[config.mk]
export PLATFORM = sky130hd
export DESIGN_NAME = rewardTop
export DESIGN_NICKNAME = d
export VERILOG_FILES = /design/src/rewardPkg.sv /design/src/rewardCtrl.sv /design/src/clusterTimer.sv /design/src/packetSelect.sv /design/src/packetPack.sv /design/src/rewardTop.sv
export SDC_FILE = /design/constraint.sdc
export NUM_CORES = 1
export LEC_CHECK = 0
export BUFFER_PORTS_ARGS = -buffer_cell sky130_fd_sc_hd__buf_2
export CAP_MARGIN = 20
export CORE_MARGIN = 2
export CORE_UTILIZATION = 55
export CTS_BUF_LIST = sky130_fd_sc_hd__clkbuf_8
export DETAILED_ROUTE_END_ITERATION = 16
export PLACE_DENSITY = 0.82
export REMOVE_ABC_BUFFERS = 1
export SYNTH_ARGS = -nofsm -noshare
export SYNTH_HDL_FRONTEND = slang
export SYNTH_SLANG_ARGS = --single-unit
[constraint.sdc]
create_clock -name clk -period 7 [get_ports clk]
set_clock_uncertainty 0.2 [all_clocks]
set_input_delay 0.35 -clock clk [delete_from_list [all_inputs] [get_ports clk]]
set_output_delay 0.35 -clock clk [all_outputs]
set_load 0.01 [all_outputs]
[src/rewardPkg.sv]
`default_nettype none

package rewardPkg;

    // header field width, every word of a packet uses it
    localparam int WORD_WIDTH = 16;

    // invitations stop rippling at this distance from the cluster head
    localparam logic [WORD_WIDTH-1:0] MAX_INV_HOPS = 16'd4;

    // special addresses
    localparam logic [WORD_WIDTH-1:0] BROADCAST_ID = '1;
    localparam logic [WORD_WIDTH-1:0] SINK_ID      = '0;

    // filler for header fields a packet kind leaves unused
    localparam logic [WORD_WIDTH-1:0] INVALID_WORD = '1;

    // packet kinds as they appear on air
    typedef enum logic [2:0] {
        HB      = 3'd0,
        CHE     = 3'd1,
        INV     = 3'd2,
        MR      = 3'd3,
        CHT     = 3'd4,
        DATA    = 3'd5,
        SOS     = 3'd6,
        INVALID = 3'd7
    } pktTypeE;

    // node's own view of itself and its cluster
    typedef struct packed {
        logic [WORD_WIDTH-1:0] myNodeId;
        logic [WORD_WIDTH-1:0] myEnergy;
        logic [WORD_WIDTH-1:0] myQValue;
        logic [WORD_WIDTH-1:0] hopsFromSink;
        logic [WORD_WIDTH-1:0] hopsFromCh;
        logic [WORD_WIDTH-1:0] chosenCh;
        // next hop towards the sink
        logic [WORD_WIDTH-1:0] chosenHop;
        logic [WORD_WIDTH-1:0] timeslot;
        logic                  isClusterHead;
        logic                  lowEnergy;
    } nodeInfoT;

    // header of the last packet heard, already filtered upstream
    typedef struct packed {
        pktTypeE               packetType;
        logic [WORD_WIDTH-1:0] sourceId;
        logic [WORD_WIDTH-1:0] sourceHops;
        logic [WORD_WIDTH-1:0] qValue;
        logic [WORD_WIDTH-1:0] energyLeft;
        logic [WORD_WIDTH-1:0] hopsFromCh;
        logic [WORD_WIDTH-1:0] chosenCh;
    } rxPacketT;

    // request inputs frozen at capture
    typedef struct packed {
        nodeInfoT node;
        rxPacketT rx;
        logic     iHaveData;
        logic     iAmDestination;
    } reqCaptureT;

    // outgoing header handed to the radio
    typedef struct packed {
        pktTypeE               packetType;
        logic [WORD_WIDTH-1:0] sourceId;
        logic [WORD_WIDTH-1:0] sourceHops;
        logic [WORD_WIDTH-1:0] qValue;
        logic [WORD_WIDTH-1:0] energyLeft;
        logic [WORD_WIDTH-1:0] hopsFromCh;
        logic [WORD_WIDTH-1:0] chosenCh;
        logic [WORD_WIDTH-1:0] destId;
        logic [WORD_WIDTH-1:0] timeslot;
        // high selects the far (multi-hop) power setting
        logic                  txFar;
    } txPacketT;

endpackage

`default_nettype wire

[src/rewardCtrl.sv]
`timescale 1ns/1ps
`default_nettype none

module rewardCtrl import rewardPkg::*; (
    input  logic    clk,
    input  logic    nrst,
    input  logic    en,
    input  logic    timerExpired,
    input  logic    okToSend,
    input  pktTypeE selType,
    output logic    capture,
    output logic    isIdle,
    output logic    txValid,
    output logic    rewardDone,
    output logic    hbLock
);

    typedef enum logic [1:0] {
        IDLE    = 2'd0,
        PROCESS = 2'd1,
        DONE    = 2'd2
    } stateE;

    stateE state;
    stateE nextState;
    logic  transfer;

    assign isIdle  = (state == IDLE);
    // request seen in idle, either from outside or from the timer
    assign capture = isIdle && (en || timerExpired);
    // header is waiting for the radio for as long as we sit in done
    assign txValid = (state == DONE);
    // radio takes the header on this edge
    assign transfer = txValid && okToSend;

    always_comb begin
        nextState = state;
        case (state)
            IDLE: begin
                if (capture) begin
                    nextState = PROCESS;
                end
            end
            PROCESS: begin
                // nothing to send, go straight back
                if (selType == INVALID) begin
                    nextState = IDLE;
                end else begin
                    nextState = DONE;
                end
            end
            DONE: begin
                // hold here under back-pressure
                if (okToSend) begin
                    nextState = IDLE;
                end
            end
            default: begin
                nextState = IDLE;
            end
        endcase
    end

    always_ff @(posedge clk or negedge nrst) begin
        if (!nrst) begin
            state <= IDLE;
        end else begin
            state <= nextState;
        end
    end

    // one-cycle completion pulse, lands together with the return to idle
    always_ff @(posedge clk or negedge nrst) begin
        if (!nrst) begin
            rewardDone <= 1'b0;
        end else begin
            rewardDone <= transfer;
        end
    end

    // heartbeat lock, set once an HB ripple goes out
    // a transferred data packet opens it again
    always_ff @(posedge clk or negedge nrst) begin
        if (!nrst) begin
            hbLock <= 1'b0;
        end else if (transfer) begin
            if (selType == HB) begin
                hbLock <= 1'b1;
            end else if (selType == DATA) begin
                hbLock <= 1'b0;
            end
        end
    end

endmodule

`default_nettype wire

[src/clusterTimer.sv]
`timescale 1ns/1ps
`default_nettype none

module clusterTimer #(
    parameter int TIMEOUT_RELOAD = 10
) (
    input  logic clk,
    input  logic nrst,
    input  logic isIdle,
    input  logic en,
    input  logic hbLock,
    output logic timerExpired
);

    localparam int CNT_WIDTH = $clog2(TIMEOUT_RELOAD + 1);
    localparam logic [CNT_WIDTH-1:0] RELOAD_VAL = CNT_WIDTH'(TIMEOUT_RELOAD);

    logic [CNT_WIDTH-1:0] count;
    logic                 counting;

    // only wait for cluster formation once a heartbeat has gone out
    // and nothing else is asking for the block
    assign counting     = isIdle && !en && hbLock;
    assign timerExpired = counting && (count == '0);

    always_ff @(posedge clk or negedge nrst) begin
        if (!nrst) begin
            count <= RELOAD_VAL;
        end else if (counting) begin
            // expiry reloads on the same edge the request is taken
            if (count == '0) begin
                count <= RELOAD_VAL;
            end else begin
                count <= count - 1'b1;
            end
        end else if (isIdle) begin
            // en or an open lock restarts the wait
            count <= RELOAD_VAL;
        end
        // outside idle the count holds
    end

endmodule

`default_nettype wire

[src/packetSelect.sv]
`timescale 1ns/1ps
`default_nettype none

module packetSelect import rewardPkg::*; (
    input  logic       clk,
    input  logic       nrst,
    input  logic       capture,
    input  logic       timerExpired,
    input  logic       hbLock,
    input  logic       iHaveData,
    input  logic       iAmDestination,
    input  nodeInfoT   node,
    input  rxPacketT   rx,
    output pktTypeE    selType,
    output reqCaptureT captured
);

    pktTypeE nextType;
    logic    rxHb;
    logic    rxInvRipple;
    logic    dataReq;

    assign rxHb        = (rx.packetType == HB) && !hbLock;
    assign rxInvRipple = (rx.packetType == INV) && (rx.hopsFromCh < MAX_INV_HOPS);
    // forwarded data addressed to us, or our own data
    assign dataReq     = ((rx.packetType == DATA) && iAmDestination) || iHaveData;

    // first match wins
    always_comb begin
        if (rxHb) begin
            nextType = HB;
        end else if (rxInvRipple) begin
            nextType = INV;
        end else if (timerExpired && !node.isClusterHead) begin
            // member gave up waiting for invitations
            nextType = MR;
        end else if (timerExpired && node.isClusterHead) begin
            // head done collecting membership requests
            nextType = CHT;
        end else if (node.isClusterHead && hbLock) begin
            // head advertises itself
            nextType = INV;
        end else if (dataReq) begin
            nextType = node.lowEnergy ? SOS : DATA;
        end else begin
            nextType = INVALID;
        end
    end

    always_ff @(posedge clk or negedge nrst) begin
        if (!nrst) begin
            selType <= INVALID;
        end else if (capture) begin
            selType <= nextType;
        end
    end

    // frozen request for the packer
    always_ff @(posedge clk) begin
        if (capture) begin
            captured.node           <= node;
            captured.rx             <= rx;
            captured.iHaveData      <= iHaveData;
            captured.iAmDestination <= iAmDestination;
        end
    end

endmodule

`default_nettype wire

[src/packetPack.sv]
`timescale 1ns/1ps
`default_nettype none

module packetPack import rewardPkg::*; (
    input  logic       clk,
    input  logic       nrst,
    input  logic       capture,
    input  pktTypeE    selType,
    input  reqCaptureT captured,
    output txPacketT   tx
);

    txPacketT nextTx;
    logic     loadTx;
    logic     invRipple;
    logic     ownData;

    // ripple if the frozen rx invite is still in range, else our own
    assign invRipple = (captured.rx.packetType == INV) &&
                       (captured.rx.hopsFromCh < MAX_INV_HOPS);
    assign ownData   = captured.iHaveData;

    always_comb begin
        // unused fields stay all-ones
        nextTx.packetType = selType;
        nextTx.sourceId   = INVALID_WORD;
        nextTx.sourceHops = INVALID_WORD;
        nextTx.qValue     = INVALID_WORD;
        nextTx.energyLeft = INVALID_WORD;
        nextTx.hopsFromCh = INVALID_WORD;
        nextTx.chosenCh   = INVALID_WORD;
        nextTx.destId     = BROADCAST_ID;
        nextTx.timeslot   = captured.node.timeslot;
        nextTx.txFar      = 1'b0;

        case (selType)
            HB: begin
                nextTx.sourceId   = captured.rx.sourceId;
                nextTx.sourceHops = captured.node.hopsFromSink + WORD_WIDTH'(1);
                nextTx.qValue     = captured.rx.qValue;
                nextTx.energyLeft = captured.node.myEnergy;
                nextTx.chosenCh   = '0;
            end
            INV: begin
                if (invRipple) begin
                    nextTx.sourceId   = captured.rx.sourceId;
                    nextTx.sourceHops = captured.node.hopsFromCh;
                    nextTx.qValue     = captured.rx.qValue;
                    nextTx.energyLeft = captured.rx.energyLeft;
                    nextTx.hopsFromCh = captured.rx.hopsFromCh + WORD_WIDTH'(1);
                    nextTx.chosenCh   = '0;
                end else begin
                    // head's own invitation, one hop from itself
                    nextTx.sourceId   = captured.node.myNodeId;
                    nextTx.sourceHops = captured.node.hopsFromSink;
                    nextTx.qValue     = captured.node.myQValue;
                    nextTx.energyLeft = captured.node.myEnergy;
                    nextTx.hopsFromCh = WORD_WIDTH'(1);
                    nextTx.chosenCh   = captured.node.myNodeId;
                end
            end
            MR: begin
                nextTx.sourceId   = captured.node.myNodeId;
                nextTx.sourceHops = captured.node.hopsFromSink;
                nextTx.qValue     = captured.node.myQValue;
                nextTx.energyLeft = captured.node.myEnergy;
                nextTx.hopsFromCh = captured.node.hopsFromCh;
                nextTx.chosenCh   = captured.node.chosenCh;
                nextTx.destId     = captured.node.chosenCh;
                // head out of one-hop reach needs the far setting
                nextTx.txFar      = (captured.node.hopsFromCh > WORD_WIDTH'(1));
            end
            CHT: begin
                nextTx.sourceId   = captured.node.myNodeId;
                nextTx.sourceHops = captured.node.hopsFromSink;
                nextTx.qValue     = captured.node.myQValue;
                nextTx.energyLeft = captured.node.myEnergy;
                nextTx.hopsFromCh = '0;
                nextTx.chosenCh   = captured.node.myNodeId;
            end
            DATA, SOS: begin
                if (ownData) begin
                    nextTx.sourceId   = captured.node.myNodeId;
                    nextTx.sourceHops = captured.node.hopsFromSink;
                    nextTx.qValue     = captured.node.myQValue;
                    nextTx.energyLeft = captured.node.myEnergy;
                    nextTx.hopsFromCh = captured.node.hopsFromCh;
                    nextTx.chosenCh   = captured.node.chosenCh;
                end else begin
                    // forwarding, keep the originator's header
                    nextTx.sourceId   = captured.rx.sourceId;
                    nextTx.sourceHops = captured.rx.sourceHops;
                    nextTx.qValue     = captured.rx.qValue;
                    nextTx.energyLeft = captured.rx.energyLeft;
                    nextTx.hopsFromCh = captured.rx.hopsFromCh;
                    nextTx.chosenCh   = captured.rx.chosenCh;
                end
                // next to the sink goes straight to it
                if (captured.node.hopsFromSink == WORD_WIDTH'(1)) begin
                    nextTx.destId = SINK_ID;
                end else begin
                    nextTx.destId = captured.node.chosenHop;
                end
            end
            default: begin
                nextTx.packetType = INVALID;
                nextTx.destId     = INVALID_WORD;
            end
        endcase
    end

    // load one cycle after capture, tx then holds until the next request
    always_ff @(posedge clk or negedge nrst) begin
        if (!nrst) begin
            loadTx <= 1'b0;
        end else begin
            loadTx <= capture;
        end
    end

    always_ff @(posedge clk or negedge nrst) begin
        if (!nrst) begin
            tx.packetType <= INVALID;
            tx.sourceId   <= INVALID_WORD;
            tx.sourceHops <= INVALID_WORD;
            tx.qValue     <= INVALID_WORD;
            tx.energyLeft <= INVALID_WORD;
            tx.hopsFromCh <= INVALID_WORD;
            tx.chosenCh   <= INVALID_WORD;
            tx.destId     <= INVALID_WORD;
            tx.timeslot   <= INVALID_WORD;
            tx.txFar      <= 1'b0;
        end else if (loadTx) begin
            tx <= nextTx;
        end
    end

endmodule

`default_nettype wire

[src/rewardTop.sv]
`timescale 1ns/1ps
`default_nettype none

module rewardTop import rewardPkg::*; #(
    parameter int TIMEOUT_RELOAD = 10
) (
    input  logic     clk,
    input  logic     nrst,
    input  logic     en,
    input  logic     okToSend,
    input  logic     iHaveData,
    input  logic     iAmDestination,
    input  nodeInfoT node,
    input  rxPacketT rx,
    output txPacketT tx,
    output logic     txValid,
    output logic     rewardDone
);

    logic       capture;
    logic       isIdle;
    logic       timerExpired;
    logic       hbLock;
    pktTypeE    selType;
    reqCaptureT captured;

    // sequencer, lock and handshake
    rewardCtrl rewardCtrl_inst (
        .clk          (clk),
        .nrst         (nrst),
        .en           (en),
        .timerExpired (timerExpired),
        .okToSend     (okToSend),
        .selType      (selType),
        .capture      (capture),
        .isIdle       (isIdle),
        .txValid      (txValid),
        .rewardDone   (rewardDone),
        .hbLock       (hbLock)
    );

    // cluster formation wait
    clusterTimer #(
        .TIMEOUT_RELOAD (TIMEOUT_RELOAD)
    ) clusterTimer_inst (
        .clk          (clk),
        .nrst         (nrst),
        .isIdle       (isIdle),
        .en           (en),
        .hbLock       (hbLock),
        .timerExpired (timerExpired)
    );

    // packet kind decision
    packetSelect packetSelect_inst (
        .clk            (clk),
        .nrst           (nrst),
        .capture        (capture),
        .timerExpired   (timerExpired),
        .hbLock         (hbLock),
        .iHaveData      (iHaveData),
        .iAmDestination (iAmDestination),
        .node           (node),
        .rx             (rx),
        .selType        (selType),
        .captured       (captured)
    );

    // header fields and power setting
    packetPack packetPack_inst (
        .clk      (clk),
        .nrst     (nrst),
        .capture  (capture),
        .selType  (selType),
        .captured (captured),
        .tx       (tx)
    );

endmodule

`default_nettype wire

==> report_table.html <==
<table>
<tr><th>Metric</th><th>Value</th></tr>
<tr><th colspan="2">Power</th></tr>
<tr><td>Fraction of power consumed by the clock network</td><td>20.6%</td></tr>
<tr><td>Switching share of power</td><td>38.4%</td></tr>
<tr><td>Sw power</td><td>3.37 mW</td></tr>
<tr><td>Cell Pwr Density</td><td>436 nW/um2</td></tr>
<tr><td>Total Power Consumption</td><td>8.79 mW</td></tr>
<tr><td>Lkg Pwr</td><td>8.10 nW</td></tr>
<tr><td>Internal cell power</td><td>5.42 mW</td></tr>
<tr><td>Share of total power in sequential cells</td><td>45.6%</td></tr>
<tr><td>Relative contribution of combinational cells to total power</td><td>33.7%</td></tr>
<tr><td>Worst IR Drop VDD</td><td>0.000274 V</td></tr>
<tr><th colspan="2">Global route</th></tr>
<tr><td>Number of antenna violations at the first check in global routing</td><td>2</td></tr>
<tr><td>Overall Global Routing Usage</td><td>34.7%</td></tr>
<tr><td>Vias in the first global route</td><td>13,200</td></tr>
<tr><td>Maximum number of pins on one net before global-route repair</td><td>127</td></tr>
<tr><td>Global-route wire length before repair</td><td>73.9 mm</td></tr>
<tr><td>Congestion Overflow GR</td><td>0</td></tr>
<tr><th colspan="2">Die</th></tr>
<tr><td>Area enclosed by the die boundary</td><td>27,700 um2</td></tr>
<tr><td>Initial standard-cell utilization of the core</td><td>55.8%</td></tr>
<tr><td>Area inside the core boundary</td><td>26,000 um2</td></tr>
<tr><td>Die X</td><td>166 um</td></tr>
<tr><td>Chip Height</td><td>166 um</td></tr>
<tr><td>I/O pin cnt</td><td>369</td></tr>
<tr><td>Site row count</td><td>59</td></tr>
<tr><th colspan="2">Route</th></tr>
<tr><td>Post-detailed-route DRC marker count</td><td>0</td></tr>
<tr><td>Antenna violation net count after detailed routing</td><td>0</td></tr>
<tr><td>Detailed-route via count</td><td>12,200</td></tr>
<tr><td>Length of the first detailed-routing pass in iterations</td><td>6</td></tr>
<tr><td>Via/cell ratio</td><td>5.98</td></tr>
<tr><td>Average wire per standard cell</td><td>24.0 um</td></tr>
<tr><td>Starting DRC count in detailed routing</td><td>1,322</td></tr>
<tr><td>Final routed wirelength across all metal layers</td><td>49.1 mm</td></tr>
<tr><th colspan="2">Synthesis</th></tr>
<tr><td>Complex-gate fraction of the synthesized area</td><td>12.7%</td></tr>
<tr><td>Count leader, synth</td><td>sky130_fd_sc_hd__edfxtp_1</td></tr>
<tr><td>Portion of the post-synthesis area used by sequential elements</td><td>73.2%</td></tr>
<tr><td>Proportion of netlist area held by the largest area contributor</td><td>47.2%</td></tr>
<tr><td>Post-synthesis xor/xnor area fraction</td><td>0.664%</td></tr>
<tr><td>Post-Synth Simple-Gate Area</td><td>9.27%</td></tr>
<tr><td>Syn Inst Count</td><td>1,042</td></tr>
<tr><td>Fraction of the mapped netlist area in adder cells</td><td>0.431%</td></tr>
<tr><td>Top cells by area in the synthesized netlist</td><td>sky130_fd_sc_hd__edfxtp_1 (47%), sky130_fd_sc_hd__dfstp_2 (25%), sky130_fd_sc_hd__nor2_1 (4.5%), sky130_fd_sc_hd__a221oi_2 (3.1%), sky130_fd_sc_hd__a221oi_1 (2.8%)</td></tr>
<tr><td>Top_reg_cell synth</td><td>sky130_fd_sc_hd__edfxtp_1</td></tr>
<tr><td>Proportion of synthesized flip-flops having asynchronous set or reset</td><td>38.7%</td></tr>
<tr><td>Main combinational cell family by area after synthesis</td><td>compound AO/OA/AOI/OAI gates</td></tr>
<tr><td>Area of the mapped netlist</td><td>14,500 um2</td></tr>
<tr><td>Syn. warnings</td><td>0</td></tr>
<tr><td>Yosys top cell by area</td><td>sky130_fd_sc_hd__edfxtp_1</td></tr>
<tr><td>Multiplexer area fraction after synthesis</td><td>1.32%</td></tr>
<tr><td>Commonest cells post-synth</td><td>sky130_fd_sc_hd__edfxtp_1 (228), sky130_fd_sc_hd__nor2_1 (175), sky130_fd_sc_hd__dfstp_2 (136)</td></tr>
<tr><td>Flops &amp; latches, synth</td><td>372</td></tr>
<tr><td>Number of enable-type register cells in the synthesized netlist</td><td>228</td></tr>
<tr><td>Number of library cell types mapped by synthesis</td><td>58</td></tr>
<tr><td>Mean cell area of the mapped netlist</td><td>13.9 um2</td></tr>
<tr><th colspan="2">Layout</th></tr>
<tr><td>Synth-to-Final Area Change</td><td>39.0%</td></tr>
<tr><td>Fin area</td><td>20,200 um2</td></tr>
<tr><td>Combined area of the multi-input logic cells</td><td>3590 um2</td></tr>
<tr><td>Fraction of the core area covered by cells at the end of the flow</td><td>77.6%</td></tr>
<tr><td>Filler Cells Inserted</td><td>1,419</td></tr>
<tr><td>Number of nets in the layout</td><td>1,894</td></tr>
<tr><td>Share of cells above drive strength 1</td><td>38.6%</td></tr>
<tr><td>Area used by sequential logic in the layout</td><td>10,600 um2</td></tr>
<tr><th colspan="2">Critical path</th></tr>
<tr><td>Req. time, crit path</td><td>7290 ps</td></tr>
<tr><td>Kind of end point of the critical path</td><td>register</td></tr>
<tr><td>Worst Reg2Reg Path Length in Cells</td><td>6</td></tr>
<tr><td>Critical setup path kind</td><td>register to register</td></tr>
<tr><td>Type of origin of the critical path</td><td>register</td></tr>
<tr><td>Worst-path fanout max</td><td>24</td></tr>
<tr><td>Worst endpoint data arrival time</td><td>4150 ps</td></tr>
<tr><th colspan="2">Clocking</th></tr>
<tr><td>Clock root buffer</td><td>sky130_fd_sc_hd__clkbuf_8</td></tr>
<tr><td>Maximum count of clock buffers along a single path</td><td>3</td></tr>
<tr><td>Clock sink count</td><td>372</td></tr>
<tr><td>Clock input transition at the sequential cells of the worst setup and hold paths</td><td>70 ps</td></tr>
<tr><td>TritonCTS clock tree</td><td>yes</td></tr>
<tr><td>Total setup buffers inserted after CTS</td><td>0</td></tr>
<tr><td>Num CTS Buffers</td><td>58</td></tr>
<tr><td>Latest clock arrival within the worst-skew pair</td><td>580 ps</td></tr>
<tr><td>Number of levels the H-tree was split into</td><td>2</td></tr>
<tr><th colspan="2">Flow run</th></tr>
<tr><td>Reported max-cap violation count</td><td>0</td></tr>
<tr><th colspan="2">Placed design</th></tr>
<tr><td>DPL Wire Length</td><td>25.5 mm</td></tr>
<tr><td>Port buffer count</td><td>368</td></tr>
<tr><td>Last weighted congestion value of the routability-driven placer</td><td>0.906</td></tr>
<tr><td>Total cell area at the placement stage</td><td>16,600 um2</td></tr>
<tr><th colspan="2">STA</th></tr>
<tr><td>Transition time at the pin with the least slew margin</td><td>1070 ps</td></tr>
<tr><td>Final-report max-slew violation count</td><td>0</td></tr>
<tr><td>Post-route minimum period</td><td>3860 ps</td></tr>
<tr><td>Peak clock frequency supported by timing</td><td>259 MHz</td></tr>
<tr><td>Period utilisation layout</td><td>55.1%</td></tr>
<tr><td>Endpoints failing hold</td><td>0</td></tr>
<tr><td>Setup_tns</td><td>0 ps</td></tr>
<tr><td>Setup-failing EPs final</td><td>0</td></tr>
<tr><td>Relative slew slack</td><td>28.8%</td></tr>
<tr><td>Unrepaired setup endpoints after global routing</td><td>false</td></tr>
<tr><th colspan="2">Run status</th></tr>
<tr><td>Run status</td><td>complete, no violations</td></tr>
<tr><th colspan="2">Hold path</th></tr>
<tr><td>Worst min path class</td><td>input pin to async pin</td></tr>
</table>
## placed cells by master (no fill, tap or decap), types with 44 or more instances in the layout
master                          Yosys  final
sky130_fd_sc_hd__clkbuf_8           0     70
sky130_fd_sc_hd__inv_1             13     44
sky130_fd_sc_hd__o21ai_0           53     53
sky130_fd_sc_hd__edfxtp_1         228    228
sky130_fd_sc_hd__a21oi_1           71     70
sky130_fd_sc_hd__nand2_1           67     66
sky130_fd_sc_hd__dfstp_2          136    136
sky130_fd_sc_hd__buf_2             15    367
sky130_fd_sc_hd__dlygate4sd3_1      0    234
sky130_fd_sc_hd__a221oi_1          46     46
sky130_fd_sc_hd__nor2_1           175    174
## power groups by stage
stage / Clock [mW] / Sequential, mW / Combinational [mW]
finish: 1.81 / 4.01 / 2.97
global route: 1.92 / 4.07 / 3.17
CTS: 1.79 / 3.94 / 2.80
detailed placement: 0 / 3.97 / 2.69
global placement: 0 / 3.94 / 2.59
floorplan: 0 / 4.14 / 1.40
## timing repair
action,in CTS,in global routing
endpoints found under the setup margin,0,0
gates resized for setup,0,0
hold buffers,234,0
endpoints found under the hold margin,240,0
## cell type report
type / count / share of cell area [%]
Tap cell: 335 / 2.08
Multi-Input combinational cell: 595 / 17.8
Antenna cell: 2 / 0.0248
Sequential cell: 372 / 52.7
Clock buffer: 70 / 4.78
Clock inverter: 40 / 0.912
Inverter: 13 / 0.279
Timing Repair Buffer: 614 / 21.4
## worst max-delay path, stage by stage (launching register included)
cell and delay [ps]:
sky130_fd_sc_hd__dfstp_2 790, sky130_fd_sc_hd__and3b_1 940, sky130_fd_sc_hd__a211oi_1 110, sky130_fd_sc_hd__or3b_2 840, sky130_fd_sc_hd__buf_4 530, sky130_fd_sc_hd__a221oi_2 130
sky130_fd_sc_hd__nor2_1 210
## metal layers
metal  share of wire, %  routed length, um  vias to the layer above  track usage, %
met1                 34              16800                     5942            40.0
met4                5.8               2870                        0            19.0
met5                  0                  0                        -               0
li1                   -                  -                     5137               -
met3                9.8               4790                      208            9.03
met2                 50              24700                      923            59.5
## registers in the layout (all words and copies together), names as in the netlist
| register | cells |
|---|---|
| clusterTimer_inst.count | 4 |
| packetPack_inst.loadTx | 1 |
| packetPack_inst.tx | 132 |
| packetSelect_inst.captured | 228 |
| packetSelect_inst.selType | 3 |
| rewardCtrl_inst.hbLock | 1 |
| rewardCtrl_inst.rewardDone | 1 |
| rewardCtrl_inst.state | 2 |
## path summary, 6_finish.rpt
check,slack (ps),from,endpoint
min in group clk,280,rx[65],packetSelect_inst.captured[67]
max,3140,packetSelect_inst.selType[0],packetPack_inst.tx[86]
min reg2reg,280,packetSelect_inst.captured[107],packetPack_inst.tx[5]
min,220,nrst,rewardCtrl_inst.state[1]
max reg2reg,3140,packetSelect_inst.selType[0],packetPack_inst.tx[86]
max in group asynchronous,4890,nrst,packetPack_inst.loadTx
## through the flow
stage	instances	worst slack, ps	hold slack [ps]
finish	2041	3140	221
global route	2041	3020	254
CTS	2036	3340	220
detailed placement	1692	3370	263
global placement	1691	3530	256
floorplan	980	638	-146
## logic make-up (layout without fill, tap and decap cells)
group,count (synthesis),in the layout
mux,17,17
buf+inv,75,737
simple gates,310,310
other cells,0,2
flops,372,372
xor+xnor,11,11
fa+ha+maj,5,5
compound gates,252,252
Note: power is estimated with default switching activity, not from simulation.
